===== src/source/matmul_pkg.sv =====
/*
  Fixed sizes and shared types for the block matmul engine
  INNER_DIM must be a whole multiple of BLOCK_SIZE, no run-time sizing
  ACC_W must hold INNER_DIM products of two ELEM_W values plus sign
*/
package matmul_pkg;

    // Element and block geometry
    localparam int ELEM_W     = 8;
    localparam int BLOCK_SIZE = 2;

    // Matrix shape: A is ROWS_M x INNER_DIM, B is INNER_DIM x COLS_N
    localparam int INNER_DIM  = 4;
    localparam int ROWS_M     = 3;
    localparam int COLS_N     = 2;

    // Blocks per row of A or per column of B
    localparam int BLOCKS_PER_VEC = INNER_DIM / BLOCK_SIZE;

    // Operand buffer depths in blocks
    localparam int W_DEPTH = ROWS_M * BLOCKS_PER_VEC;
    localparam int N_DEPTH = COLS_N * BLOCKS_PER_VEC;

    // Result width
    localparam int ACC_W = 20;

    // Address and counter widths
    localparam int W_ADDR_W = $clog2(W_DEPTH);
    localparam int N_ADDR_W = $clog2(N_DEPTH);
    localparam int ROW_W    = $clog2(ROWS_M);
    localparam int COL_W    = $clog2(COLS_N);
    localparam int BLK_W    = $clog2(BLOCKS_PER_VEC);

    typedef logic signed [ELEM_W-1:0] elem_t;

    // Element 0 sits in the low bits
    typedef elem_t [BLOCK_SIZE-1:0] block_t;

    typedef logic signed [ACC_W-1:0] sum_t;

endpackage

===== src/source/matmul_top.sv =====
/*
  Block matmul engine C = A x B, sizes fixed in matmul_pkg
  Load B column-major then A row-major, C leaves row-major
  busy drops once the last element reaches the result hold register
*/
`timescale 1ns/1ps

module matmul_top (
    input  logic                clk,
    input  logic                rst_n,
    input  logic                in_req,
    input  matmul_pkg::block_t  in_data,
    output logic                in_ack,
    output logic                out_req,
    output matmul_pkg::sum_t    out_data,
    input  logic                out_ack,
    output logic                busy
);

    // Controller to buffers
    logic                                 w_wr_en;
    logic                                 n_wr_en;
    logic [matmul_pkg::W_ADDR_W-1:0]      wr_addr;
    matmul_pkg::block_t                   wr_data;
    logic                                 rd_en;
    logic [matmul_pkg::W_ADDR_W-1:0]      w_rd_addr;
    logic [matmul_pkg::N_ADDR_W-1:0]      n_rd_addr;
    logic                                 rd_first;
    logic                                 rd_last;

    // Buffers to dot stage
    matmul_pkg::block_t                   w_block;
    matmul_pkg::block_t                   n_block;

    // Dot stage to accumulator
    logic                                 part_valid;
    logic                                 part_first;
    logic                                 part_last;
    matmul_pkg::sum_t                     part_sum;
    logic                                 acc_done;

    buffer_ctrl u_ctrl (
        .clk       (clk),
        .rst_n     (rst_n),
        .in_req    (in_req),
        .in_data   (in_data),
        .in_ack    (in_ack),
        .w_wr_en   (w_wr_en),
        .n_wr_en   (n_wr_en),
        .wr_addr   (wr_addr),
        .wr_data   (wr_data),
        .rd_en     (rd_en),
        .w_rd_addr (w_rd_addr),
        .n_rd_addr (n_rd_addr),
        .rd_first  (rd_first),
        .rd_last   (rd_last),
        .acc_done  (acc_done),
        .busy      (busy)
    );

    operand_buffer #(.DEPTH(matmul_pkg::W_DEPTH)) west_buf (
        .clk     (clk),
        .wr_en   (w_wr_en),
        .wr_addr (wr_addr),
        .wr_data (wr_data),
        .rd_en   (rd_en),
        .rd_addr (w_rd_addr),
        .rd_data (w_block)
    );

    // North buffer is shallower, low address bits only
    operand_buffer #(.DEPTH(matmul_pkg::N_DEPTH)) north_buf (
        .clk     (clk),
        .wr_en   (n_wr_en),
        .wr_addr (wr_addr[matmul_pkg::N_ADDR_W-1:0]),
        .wr_data (wr_data),
        .rd_en   (rd_en),
        .rd_addr (n_rd_addr),
        .rd_data (n_block)
    );

    dot_block u_dot (
        .clk        (clk),
        .rst_n      (rst_n),
        .rd_valid   (rd_en),
        .rd_first   (rd_first),
        .rd_last    (rd_last),
        .w_block    (w_block),
        .n_block    (n_block),
        .part_valid (part_valid),
        .part_first (part_first),
        .part_last  (part_last),
        .part_sum   (part_sum)
    );

    result_acc u_acc (
        .clk        (clk),
        .rst_n      (rst_n),
        .part_valid (part_valid),
        .part_first (part_first),
        .part_last  (part_last),
        .part_sum   (part_sum),
        .acc_done   (acc_done),
        .out_req    (out_req),
        .out_data   (out_data),
        .out_ack    (out_ack)
    );

endmodule


===== src/source/result_acc.sv =====
/*
  Sums partials per C element, one-deep hold register for the result port
  A finished sum waits in the accumulator while the hold register is full
  Result port is four-phase, out_req rises again only after out_ack is low
*/
`timescale 1ns/1ps

module result_acc (
    input  logic              clk,
    input  logic              rst_n,
    input  logic              part_valid,
    input  logic              part_first,
    input  logic              part_last,
    input  matmul_pkg::sum_t  part_sum,
    output logic              acc_done,
    output logic              out_req,
    output matmul_pkg::sum_t  out_data,
    input  logic              out_ack
);

    matmul_pkg::sum_t acc_sum;
    matmul_pkg::sum_t acc_next;
    // Completed sum parked in acc_sum
    logic             pending;
    logic             hold_full;
    // Ack seen, waiting for it to drop
    logic             wait_low;
    logic             load_hold;

    // First partial restarts the sum
    assign acc_next = part_first ? part_sum : acc_sum + part_sum;

    // Move a finished sum when the hold register is free
    assign load_hold = ((part_valid && part_last) || pending) && !hold_full;

    assign out_req = hold_full && !wait_low;

    always_ff @(posedge clk) begin
        if (!rst_n) begin
            pending   <= 1'b0;
            hold_full <= 1'b0;
            wait_low  <= 1'b0;
            acc_done  <= 1'b0;
        end else begin
            acc_done <= load_hold;

            if (load_hold) begin
                pending <= 1'b0;
            end else if (part_valid && part_last) begin
                pending <= 1'b1;
            end

            // Fill and drain never overlap, out_req needs a full register
            if (load_hold) begin
                hold_full <= 1'b1;
            end else if (out_req && out_ack) begin
                hold_full <= 1'b0;
            end

            if (out_req && out_ack) begin
                wait_low <= 1'b1;
            end else if (!out_ack) begin
                wait_low <= 1'b0;
            end
        end
    end

    // Sum and hold payload
    always_ff @(posedge clk) begin
        if (part_valid) begin
            acc_sum <= acc_next;
        end
        if (load_hold) begin
            out_data <= pending ? acc_sum : acc_next;
        end
    end

    a_out_stable: assert property (@(posedge clk) disable iff (!rst_n)
        (out_req && !out_ack) |=> (out_req && $stable(out_data)))
        else $error("out_data or out_req changed before out_ack");

    // Controller must hold issue until acc_done frees the accumulator
    a_no_part_pending: assert property (@(posedge clk) disable iff (!rst_n)
        pending |-> !part_valid)
        else $error("partial arrived while a completed sum waits");

endmodule


===== src/source/dot_block.sv =====
/*
  Two-stage path: tags wait one cycle for the buffer read data,
  then the BLOCK_SIZE products are summed and registered with them
*/
`timescale 1ns/1ps

module dot_block (
    input  logic                clk,
    input  logic                rst_n,
    input  logic                rd_valid,
    input  logic                rd_first,
    input  logic                rd_last,
    input  matmul_pkg::block_t  w_block,
    input  matmul_pkg::block_t  n_block,
    output logic                part_valid,
    output logic                part_first,
    output logic                part_last,
    output matmul_pkg::sum_t    part_sum
);

    // Tags aligned with the buffer output
    logic             valid_d;
    logic             first_d;
    logic             last_d;
    matmul_pkg::sum_t dot_sum;

    // Sign-extend each pair, multiply and add
    always_comb begin
        dot_sum = '0;
        for (int i = 0; i < matmul_pkg::BLOCK_SIZE; i++) begin
            dot_sum = dot_sum + matmul_pkg::sum_t'($signed(w_block[i]))
                              * matmul_pkg::sum_t'($signed(n_block[i]));
        end
    end

    always_ff @(posedge clk) begin
        if (!rst_n) begin
            valid_d    <= 1'b0;
            first_d    <= 1'b0;
            last_d     <= 1'b0;
            part_valid <= 1'b0;
            part_first <= 1'b0;
            part_last  <= 1'b0;
        end else begin
            valid_d    <= rd_valid;
            first_d    <= rd_first;
            last_d     <= rd_last;
            part_valid <= valid_d;
            part_first <= first_d;
            part_last  <= last_d;
        end
    end

    // Partial sum only moves with valid data
    always_ff @(posedge clk) begin
        if (valid_d) begin
            part_sum <= dot_sum;
        end
    end

endmodule


===== src/source/buffer_ctrl.sv =====
/*
  Job FSM: N_DEPTH north words, then W_DEPTH west words, then compute
  Load port is four-phase req/ack, in_ack rises one cycle after in_req
  Buffers are not refilled while a job computes
*/
`timescale 1ns/1ps

module buffer_ctrl (
    input  logic                                  clk,
    input  logic                                  rst_n,
    // Four-phase load port
    input  logic                                  in_req,
    input  matmul_pkg::block_t                    in_data,
    output logic                                  in_ack,
    // Buffer write side
    output logic                                  w_wr_en,
    output logic                                  n_wr_en,
    output logic [matmul_pkg::W_ADDR_W-1:0]       wr_addr,
    output matmul_pkg::block_t                    wr_data,
    // Buffer read side and tags
    output logic                                  rd_en,
    output logic [matmul_pkg::W_ADDR_W-1:0]       w_rd_addr,
    output logic [matmul_pkg::N_ADDR_W-1:0]       n_rd_addr,
    output logic                                  rd_first,
    output logic                                  rd_last,
    // From the accumulator
    input  logic                                  acc_done,
    output logic                                  busy
);

    typedef enum logic [2:0] {
        S_IDLE,
        S_LOAD_N,
        S_LOAD_W,
        S_COMPUTE,
        S_DONE
    } state_t;

    state_t state;

    // Load word counter, one bit wider to reach W_DEPTH
    logic [matmul_pkg::W_ADDR_W:0] ld_cnt;
    logic                          ld_room;
    logic                          accept;

    // Position in C and block within the dot product
    logic [matmul_pkg::ROW_W-1:0]  row;
    logic [matmul_pkg::COL_W-1:0]  col;
    logic [matmul_pkg::BLK_W-1:0]  blk;
    logic                          row_last;
    logic                          col_last;
    logic                          blk_last;

    // Element issued, result not yet taken by the accumulator
    logic                          wait_acc;

    // Space left in the current operand
    assign ld_room = (state == S_IDLE) ||
                     ((state == S_LOAD_N) && (ld_cnt != matmul_pkg::N_DEPTH)) ||
                     ((state == S_LOAD_W) && (ld_cnt != matmul_pkg::W_DEPTH));

    // New word only on the rising half of the handshake
    assign accept = in_req && !in_ack && ld_room;

    assign row_last = (row == matmul_pkg::ROW_W'(matmul_pkg::ROWS_M - 1));
    assign col_last = (col == matmul_pkg::COL_W'(matmul_pkg::COLS_N - 1));
    assign blk_last = (blk == matmul_pkg::BLK_W'(matmul_pkg::BLOCKS_PER_VEC - 1));

    // One read per cycle while an element is being issued
    assign rd_en    = (state == S_COMPUTE) && !wait_acc;
    assign rd_first = (blk == '0);
    assign rd_last  = blk_last;

    // Row-major A, column-major B, both indexed by block
    assign w_rd_addr = matmul_pkg::W_ADDR_W'(row * matmul_pkg::BLOCKS_PER_VEC + blk);
    assign n_rd_addr = matmul_pkg::N_ADDR_W'(col * matmul_pkg::BLOCKS_PER_VEC + blk);

    assign busy = (state != S_IDLE);

    always_ff @(posedge clk) begin
        if (!rst_n) begin
            state    <= S_IDLE;
            in_ack   <= 1'b0;
            n_wr_en  <= 1'b0;
            w_wr_en  <= 1'b0;
            wr_addr  <= '0;
            ld_cnt   <= '0;
            row      <= '0;
            col      <= '0;
            blk      <= '0;
            wait_acc <= 1'b0;
        end else begin
            // Ack follows req, drops once req is seen low
            if (accept) begin
                in_ack <= 1'b1;
            end else if (!in_req) begin
                in_ack <= 1'b0;
            end

            // Write lands one cycle after accept, still inside the load state
            n_wr_en <= accept && (state != S_LOAD_W);
            w_wr_en <= accept && (state == S_LOAD_W);
            if (accept) begin
                wr_addr <= ld_cnt[matmul_pkg::W_ADDR_W-1:0];
                ld_cnt  <= ld_cnt + 1'b1;
            end

            case (state)
                S_IDLE: begin
                    // First north word starts the job
                    if (accept) begin
                        state <= S_LOAD_N;
                    end
                end

                S_LOAD_N: begin
                    // Leave on the cycle the last north word is written
                    if (ld_cnt == matmul_pkg::N_DEPTH) begin
                        state  <= S_LOAD_W;
                        ld_cnt <= '0;
                    end
                end

                S_LOAD_W: begin
                    if (ld_cnt == matmul_pkg::W_DEPTH) begin
                        state  <= S_COMPUTE;
                        ld_cnt <= '0;
                    end
                end

                S_COMPUTE: begin
                    if (rd_en) begin
                        if (blk_last) begin
                            // Element fully issued, step through C row-major
                            blk      <= '0;
                            wait_acc <= 1'b1;
                            if (col_last) begin
                                col <= '0;
                                if (row_last) begin
                                    row   <= '0;
                                    state <= S_DONE;
                                end else begin
                                    row <= row + 1'b1;
                                end
                            end else begin
                                col <= col + 1'b1;
                            end
                        end else begin
                            blk <= blk + 1'b1;
                        end
                    end else if (acc_done) begin
                        wait_acc <= 1'b0;
                    end
                end

                S_DONE: begin
                    // Final element taken into the hold register
                    if (acc_done) begin
                        wait_acc <= 1'b0;
                        state    <= S_IDLE;
                    end
                end

                default: begin
                    state <= S_IDLE;
                end
            endcase
        end
    end

    // Payload register for the write port
    always_ff @(posedge clk) begin
        if (accept) begin
            wr_data <= in_data;
        end
    end

    a_wr_in_load: assert property (@(posedge clk) disable iff (!rst_n)
        (w_wr_en || n_wr_en) |-> ((state == S_LOAD_N) || (state == S_LOAD_W)))
        else $error("buffer write outside the load states");

    // After an element's last read, no new read until the accumulator takes it
    a_wait_acc: assert property (@(posedge clk) disable iff (!rst_n)
        (rd_en && rd_last) |=> (!rd_en until_with acc_done))
        else $error("read issued while an element awaits acc_done");

endmodule


===== src/source/operand_buffer.sv =====
/*
  Simple dual-port block memory, one write and one read port
  Read data is registered and appears the cycle after rd_en
  Contents are undefined until written, no reset on the array
*/
`timescale 1ns/1ps

module operand_buffer #(
    parameter int DEPTH = 4
) (
    input  logic                       clk,
    input  logic                       wr_en,
    input  logic [$clog2(DEPTH)-1:0]   wr_addr,
    input  matmul_pkg::block_t         wr_data,
    input  logic                       rd_en,
    input  logic [$clog2(DEPTH)-1:0]   rd_addr,
    output matmul_pkg::block_t         rd_data
);

    // Block storage
    matmul_pkg::block_t mem [DEPTH];

    // Write port
    always_ff @(posedge clk) begin
        if (wr_en) begin
            mem[wr_addr] <= wr_data;
        end
    end

    // Registered read port, holds last word when idle
    always_ff @(posedge clk) begin
        if (rd_en) begin
            rd_data <= mem[rd_addr];
        end
    end

    // DEPTH need not be a power of two, so out-of-range codes exist
    a_addr_range: assert property (@(posedge clk)
        (wr_en |-> (wr_addr < DEPTH)) and (rd_en |-> (rd_addr < DEPTH)))
        else $error("operand_buffer address out of range");

endmodule


===== config.mk =====
export PLATFORM = sky130hd
export DESIGN_NAME = matmul_top
export DESIGN_NICKNAME = d
export VERILOG_FILES = /design/src/source/matmul_pkg.sv /design/src/source/matmul_top.sv /design/src/source/result_acc.sv /design/src/source/dot_block.sv /design/src/source/buffer_ctrl.sv /design/src/source/operand_buffer.sv
export SDC_FILE = /design/constraint.sdc
export NUM_CORES = 1
export LEC_CHECK = 0
export BUFFER_PORTS_ARGS = -buffer_cell sky130_fd_sc_hd__buf_2
export CAP_MARGIN = 10
export CORE_ASPECT_RATIO = 2
export CORE_MARGIN = 2
export CORE_UTILIZATION = 60
export CTS_CLUSTER_SIZE = 40
export DETAILED_ROUTE_END_ITERATION = 7
export PLACE_DENSITY = 0.81
export SETUP_SLACK_MARGIN = 0.02
export SYNTH_ARGS = -nofsm -noshare
export SYNTH_HDL_FRONTEND = slang
export SYNTH_HIERARCHICAL = 1
export SYNTH_SLANG_ARGS = --single-unit

===== constraint.sdc =====
create_clock -name clk -period 6.4 [get_ports clk]
set_input_delay 1.28 -clock clk [delete_from_list [all_inputs] [get_ports clk]]
set_output_delay 1.28 -clock clk [all_outputs]
set_load 0.03 [all_outputs]

==> out/metrics.yaml, run 1 <==
synth_top_family_by_area: "adder cells"
setup_tns_ns: 0
synthAdderAreaFrac_pct: 21.7
yosysMostFrequentCell: "edfxtp_1"
fin_crit_sh_pct: 93.8
crit_chain: "nand2_1 > inv_1 > fa_1 > inv_1 > fa_1 > inv_1 > fa_1 > fa_1 > fa_1 > inv_1 > fa_1 > inv_1 > ha_1 > a21o_1 > a21o_1 > a21o_1 > a211oi_1 > o21bai_1 > xor2_1"
yosysWarnings: 6
cts_resized: 0
port_buffers: 42
fmax_mhz: 167
antenna_found_initial: 0
drv_cap: 0
fin_area_sq_um: 18900
synth_compound_area_share_pct: 7.15
synth_nets: 1594
p_per_area_nw_per_um2: 194
clockRootBuffer: "clkbuf_16"
clock_path_buffers: 3
die_w_microns: 125
avgViaCountPerCell: 5.91
wl_per_cell_microns: 21.0
die-area_sq_um: 30800
slowest_stage: "fa_1"
drt_iter0_markers: 591
critPathRequiredTime_ns: 6.68
gp_congestion: 0.930
synthMuxAreaShare_pct: 5.84
ir_drop_uv: 281
clock_skew_ns: 0.00951
floorplan.initialDensity_pct: 61.0
synth_xor_area_share_pct: 2.04
drive_gt1_share_pct: 9.96
fillers: 2094
antenna_left: 0
synth_area_leaders: "edfxtp_1, fa_1, ha_1"
min_path_type: "register to register"
fp-row-count: 88
setup_viol_count_final: 0
syn_to_final_growth_pct: 7.39
tightestPinTransition_ns: 1.21
ys.flop_type: "edfxtp_1"
synth_simple_gate_area_share_pct: 9.02
hold_viol: 0
io_pins: 43
finalMaxSlewViolations: 0
place_area_sq_um: 18100
clock_latency_ns: 0.54
cp_max_fo: 8
cts_max_level: 1
synth.avg_cell_area_sq_um: 13.0
syn_area_sq_um: 17600
async_flop_share_pct: 0
grt_overflow: 0
yosysUniqueCellTypes: 77
cts_tree: "done"
synth_common_cells: "edfxtp_1, inv_1, fa_1, nand2_1, and2_1"
ctsHoldBuffers: 0
crit_top_cell: "fa_1"
antenna_cells: 0
dp_hpwl_mm: 28.1
dieHeight_microns: 246
vias: 10493
crit_arrival_ns: 6.28
drtPass1Iterations: 5
hold_ws_ns: 0.439
cts_buffers: 25
power_leakage_nw: 7.39
grt_pass1_vias: 11402
cp-start-kind: "register"
crit_type: "register to register"
coreArea_sq_um: 28800
final_nets: 1640
drc_errors: 0
seq_area_frac_synth_pct: 48.4
outcome: "finished, final reports clean"
grt_pass1_wl_mm: 59.0
synth.largest_area_cell: "edfxtp_1"
cts_setup_buffers: 0
worst_setup_path_end_kind: "register"
rsz0062_at_grt: "no"
grt_max_degree: 60
clk_pin_slew_worst_paths_ns: 0.07
grtUsageTotal_pct: 24.8
layout_min_cycle_time_ns: 6.00
syn_inst: 1355
cts_sinks: 293
max_slew_margin_pct: 19.5
synth-edff-count: 265
routed_wirelength_mm: 37.3
max_stage_delay_ns: 0.61
yosysTopAreaCellShare_pct: 45.2
ys_ff_latch: 293
## kinds of logic after synthesis
logic type      Yosys count
simple gates            296
flops                   293
buf+inv                 240
fa+ha+maj               219
compound gates          187
mux                      79
xor+xnor                 41
## critical path: cells and delay by family (launching register included)
family	cells	cell delay, ns
buffers and inverters	5	0.31
XOR/XNOR	1	0.15
AND/OR/NAND/NOR	1	0.19
AO/OA/AOI/OAI	5	0.91
flip-flops	1	0.54
adder cells (fa/ha/maj)	7	3.62
## metal layers
metal | vias to the layer above | part of all wire (%) | track usage [%]
met5 | - | 0 | 0
met4 | 0 | 8.4 | 18.0
met3 | 171 | 3.3 | 2.41
met2 | 305 | 57 | 48.4
met1 | 5243 | 31 | 23.4
li1 | 4774 | - | -
## where the power goes
part / internal [mW] / switching, mW
registers: 2.10 / 0.0214
logic: 0.0280 / 0.0423
clock network: 0.798 / 0.672
total: 2.93 / 0.735
## per-stage QoR
step | total power, mW | utilization, % | setup WS (ns) | cells
after global placement | 2.23 | 62.9 | 0.493 | 1734
after floorplan | 2.20 | - | 0.695 | 1355
after detailed placement | 2.23 | 62.9 | 0.430 | 1734
after global routing | 3.77 | 65.5 | 0.230 | 1776
final | 3.66 | 65.5 | 0.400 | 1776
after CTS | 3.69 | 65.5 | 0.416 | 1776
## layout make-up
| type | instances | area, sq um | area share (%) |
|---|---|---|---|
| Clock buffer | 28 | 637 | 3.37 |
| Tap cell | 360 | 450 | 2.38 |
| Clock inverter | 14 | 130 | 0.688 |
| Timing Repair Buffer | 56 | 315 | 1.67 |
| Multi-Input combinational cell | 822 | 8080 | 42.8 |
| Inverter | 203 | 762 | 4.03 |
| Sequential cell | 293 | 8520 | 45.1 |
## sequential cells by signal (all words and copies together), names as in the netlist, 2 cells and up
name	count
north_buf/mem	64
u_ctrl/row	2
u_ctrl/wr_data	16
west_buf/mem	96
u_ctrl/wr_addr	3
u_acc/acc_sum	20
north_buf/rd_data	16
u_dot/part_sum	17
u_ctrl/state	3
u_ctrl/ld_cnt	4
u_acc/out_data	20
west_buf/rd_data	16
## worst paths after layout
path                        from                  to  slack, ns  depth (start not counted)
max          west_buf/rd_data[7]  u_dot/part_sum[15]       0.40                         19
min                 u_dot/last_d     u_dot/part_last       0.44                          1
max reg2reg  west_buf/rd_data[7]  u_dot/part_sum[15]       0.40                         19
min reg2reg         u_dot/last_d     u_dot/part_last       0.44                          1
## layout by cell type, fill, tap and decap left out, types with 5 or more instances in the layout
master,netlist,routed
mux2i_1,52,52
a22o_1,16,16
nand2_1,91,91
a21oi_2,6,6
buf_2,6,42
xor2_1,13,13
edfxtp_1,265,265
nand3_1,15,15
mux4_2,10,10
fa_1,144,144
clkinv_1,2,7
nand2b_1,10,10
a21oi_1,46,46
nor2_1,31,30
a211oi_1,6,6
o21a_1,8,8
nor3_1,12,10
nor2b_1,11,11
nand4_1,6,6
xnor2_1,28,28
buf_4,11,14
and3_1,6,6
inv_1,200,200
o21bai_1,5,5
o21ai_0,37,37
dfxtp_1,28,27
mux2_2,11,11
o21ai_1,5,5
and2_1,77,77
a22oi_1,7,7
a21o_1,12,12
ha_1,75,75
clkbuf_16,0,25
mux4_1,6,6
Power figures use the tool's default switching activity.
==> run 2, diff against run 1 <==
--- a/config.mk
+++ b/config.mk
@@ -16,5 +16,4 @@
 export SETUP_SLACK_MARGIN = 0.02
 export SYNTH_ARGS = -nofsm -noshare
 export SYNTH_HDL_FRONTEND = slang
-export SYNTH_HIERARCHICAL = 1
 export SYNTH_SLANG_ARGS = --single-unit
==> out/metrics.yaml, run 2 <==
fmax_mhz: 166
max_slew_margin_pct: 17.3
utilization_pct: 65.5
reg2reg_depth: 21
fin_crit_sh_pct: 94.0
ys_ff_latch: 296
io_pins: 43
dp_hpwl_mm: 25.4
syn_inst: 1404
critPathRequiredTime_ns: 6.68
cp_max_fo: 11
synth_common_cells: "edfxtp_1, inv_1, fa_1, and2_1, ha_1"
final_nets: 1675
drc_errors: 0
ctsHoldBuffers: 0
yosysWarnings: 0
setup_slack_ns: 0.383
synth.avg_cell_area_sq_um: 12.7
avgViaCountPerCell: 5.80
yosysTopAreaCellShare_pct: 45.3
routed_wirelength_mm: 34.7
clock_latency_ns: 0.56
synth_area_leaders: "edfxtp_1, fa_1, ha_1"
floorplan.initialDensity_pct: 60.7
max_flop_register: "west_buf.mem"
setup_viol_count_final: 0
drv_cap: 0
drt_iter0_markers: 671
setup_tns_ns: 0
clk_pin_slew_worst_paths_ns: 0.07
synth.largest_area_cell: "edfxtp_1"
antenna_found_initial: 0
yosysMostFrequentCell: "edfxtp_1"
ir_drop_uv: 620
finalMaxSlewViolations: 0
clock_skew_ns: 0.00971
outcome: "finished, final reports clean"
async_flop_share_pct: 0
place_ws_ns: 0.320
port_buffers: 42
drive_gt1_share_pct: 11.9
antenna_left: 0
ys.flop_type: "edfxtp_1"
dieHeight_microns: 247
yosysUniqueCellTypes: 74
fillers: 2129
seq_area_frac_synth_pct: 48.5
gp_congestion: 0.870
rsz0062_at_grt: "no"
synth-edff-count: 268
synth_nets: 1632
hold_viol: 0
layout_min_cycle_time_ns: 6.02
fp-row-count: 89
cp-start-kind: "register"
die_w_microns: 126
die-area_sq_um: 31100
hold_ws_ns: 0.439
min_path_type: "register to register"
coreArea_sq_um: 29300
syn_to_final_growth_pct: 7.97
top_regs: "west_buf.mem x96, north_buf.mem x64"
cts_setup_buffers: 0
cts_buffers: 25
clock_path_buffers: 3
layout_common_cells: "edfxtp_1, inv_1, fa_1"
grt_pass1_vias: 11174
antenna_cells: 0
tightestPinTransition_ns: 1.24
grt_max_degree: 56
cts_tree: "done"
syn_area_sq_um: 17800
grt_overflow: 0
multiInputGateArea_sq_um: 8330
p_per_area_nw_per_um2: 443
grtUsageTotal_pct: 23.2
final_common_cell: "edfxtp_1"
cts_max_level: 1
largest_reg_flops: 96
ff_latch_area_sq_um: 8610
drtPass1Iterations: 5
vias: 10607
power_leakage_nw: 7.53
p_total_mw: 8.49
worst_setup_path_end_kind: "register"
clockRootBuffer: "clkbuf_16"
cts_sinks: 296
grt_pass1_wl_mm: 56.8
hold_depth: 1
wl_per_cell_microns: 19.0
cts_resized: 0
crit_type: "register to register"
crit_arrival_ns: 6.30
-- run 2: cell types whose count changed in the layout (fill, tap and decap cells not counted), sizes merged, moves of 14 or more --
cell	change
fa	-32
mux2i	-31
nor2	+24
ha	+21
and2	+18
a21oi	+17
nor2b	+17
a22o	-16
mux4	+16
xnor2	+15
nand2	-14
-- run 2: final timing paths --
check / startpoint / to / slack (ns)
hold / removal: u_dot.first_d / u_dot.part_first / 0.44
setup reg to reg: west_buf.rd_data[13] / u_dot.part_sum[15] / 0.38
hold reg to reg: u_dot.first_d / u_dot.part_first / 0.44
setup / recovery: west_buf.rd_data[13] / u_dot.part_sum[15] / 0.38
-- run 2: cells by family after synthesis --
logic type                 Yosys count  synth area share (%)
AOI/OAI and AO/OA                  193                  7.42
xor gates and xnor gates            61                  3.01
adders and majority gates          208                  19.4
buffers and inverters              230                  4.98
DFF                                296                  48.5
muxes                               72                  6.49
and+or+nand+nor                    344                  10.3
-- run 2: final cells by class --
cell class	instances	share of cell area, %
timing repair buffer	51	1.45
clock buffer	32	3.40
multi-input combinational	878	43.4
clock inverter	14	0.665
tap	364	2.37
sequential	296	44.9
inverter	195	3.82
-- run 2: power breakdown --
group	switching [mW]	internal (mW)
clock network	0.700	0.777
logic	2.48	1.90
registers	0.138	2.50
total	3.32	5.17
-- run 2: layer usage --
layer  wire length, microns  track usage, %  vias to the layer above
met5                      0               0                        -
met4                   1180            9.02                        0
li1                       -               -                     4980
met3                   1020            2.22                       70
met1                  13500            27.6                     5342
met2                  19100            43.3                      215
-- run 2: critical path: stages (launching register included) --
cell and delay, ns:
edfxtp_1 0.51, and2_1 0.21, fa_1 0.55, inv_1 0.06, fa_1 0.54, inv_1 0.05, fa_1 0.47, inv_1 0.05
fa_1 0.48, inv_1 0.04, ha_1 0.31, a21oi_1 0.25, o21bai_1 0.13, a2111oi_2 0.44, nor2_1 0.11, xnor2_1 0.15
ha_1 0.43, a21o_1 0.20, a21oi_1 0.28, o21ai_0 0.16, nor3_1 0.19, o311ai_0 0.15
-- run 2: stage by stage --
step           instance area (sq um)  instances
2_1_floorplan                  17800       1404
3_3_place_gp                   18400       1784
3_5_place_dp                   18400       1784
4_1_cts                        19200       1830
5_1_grt                        19200       1830
6_report                       19200       1830
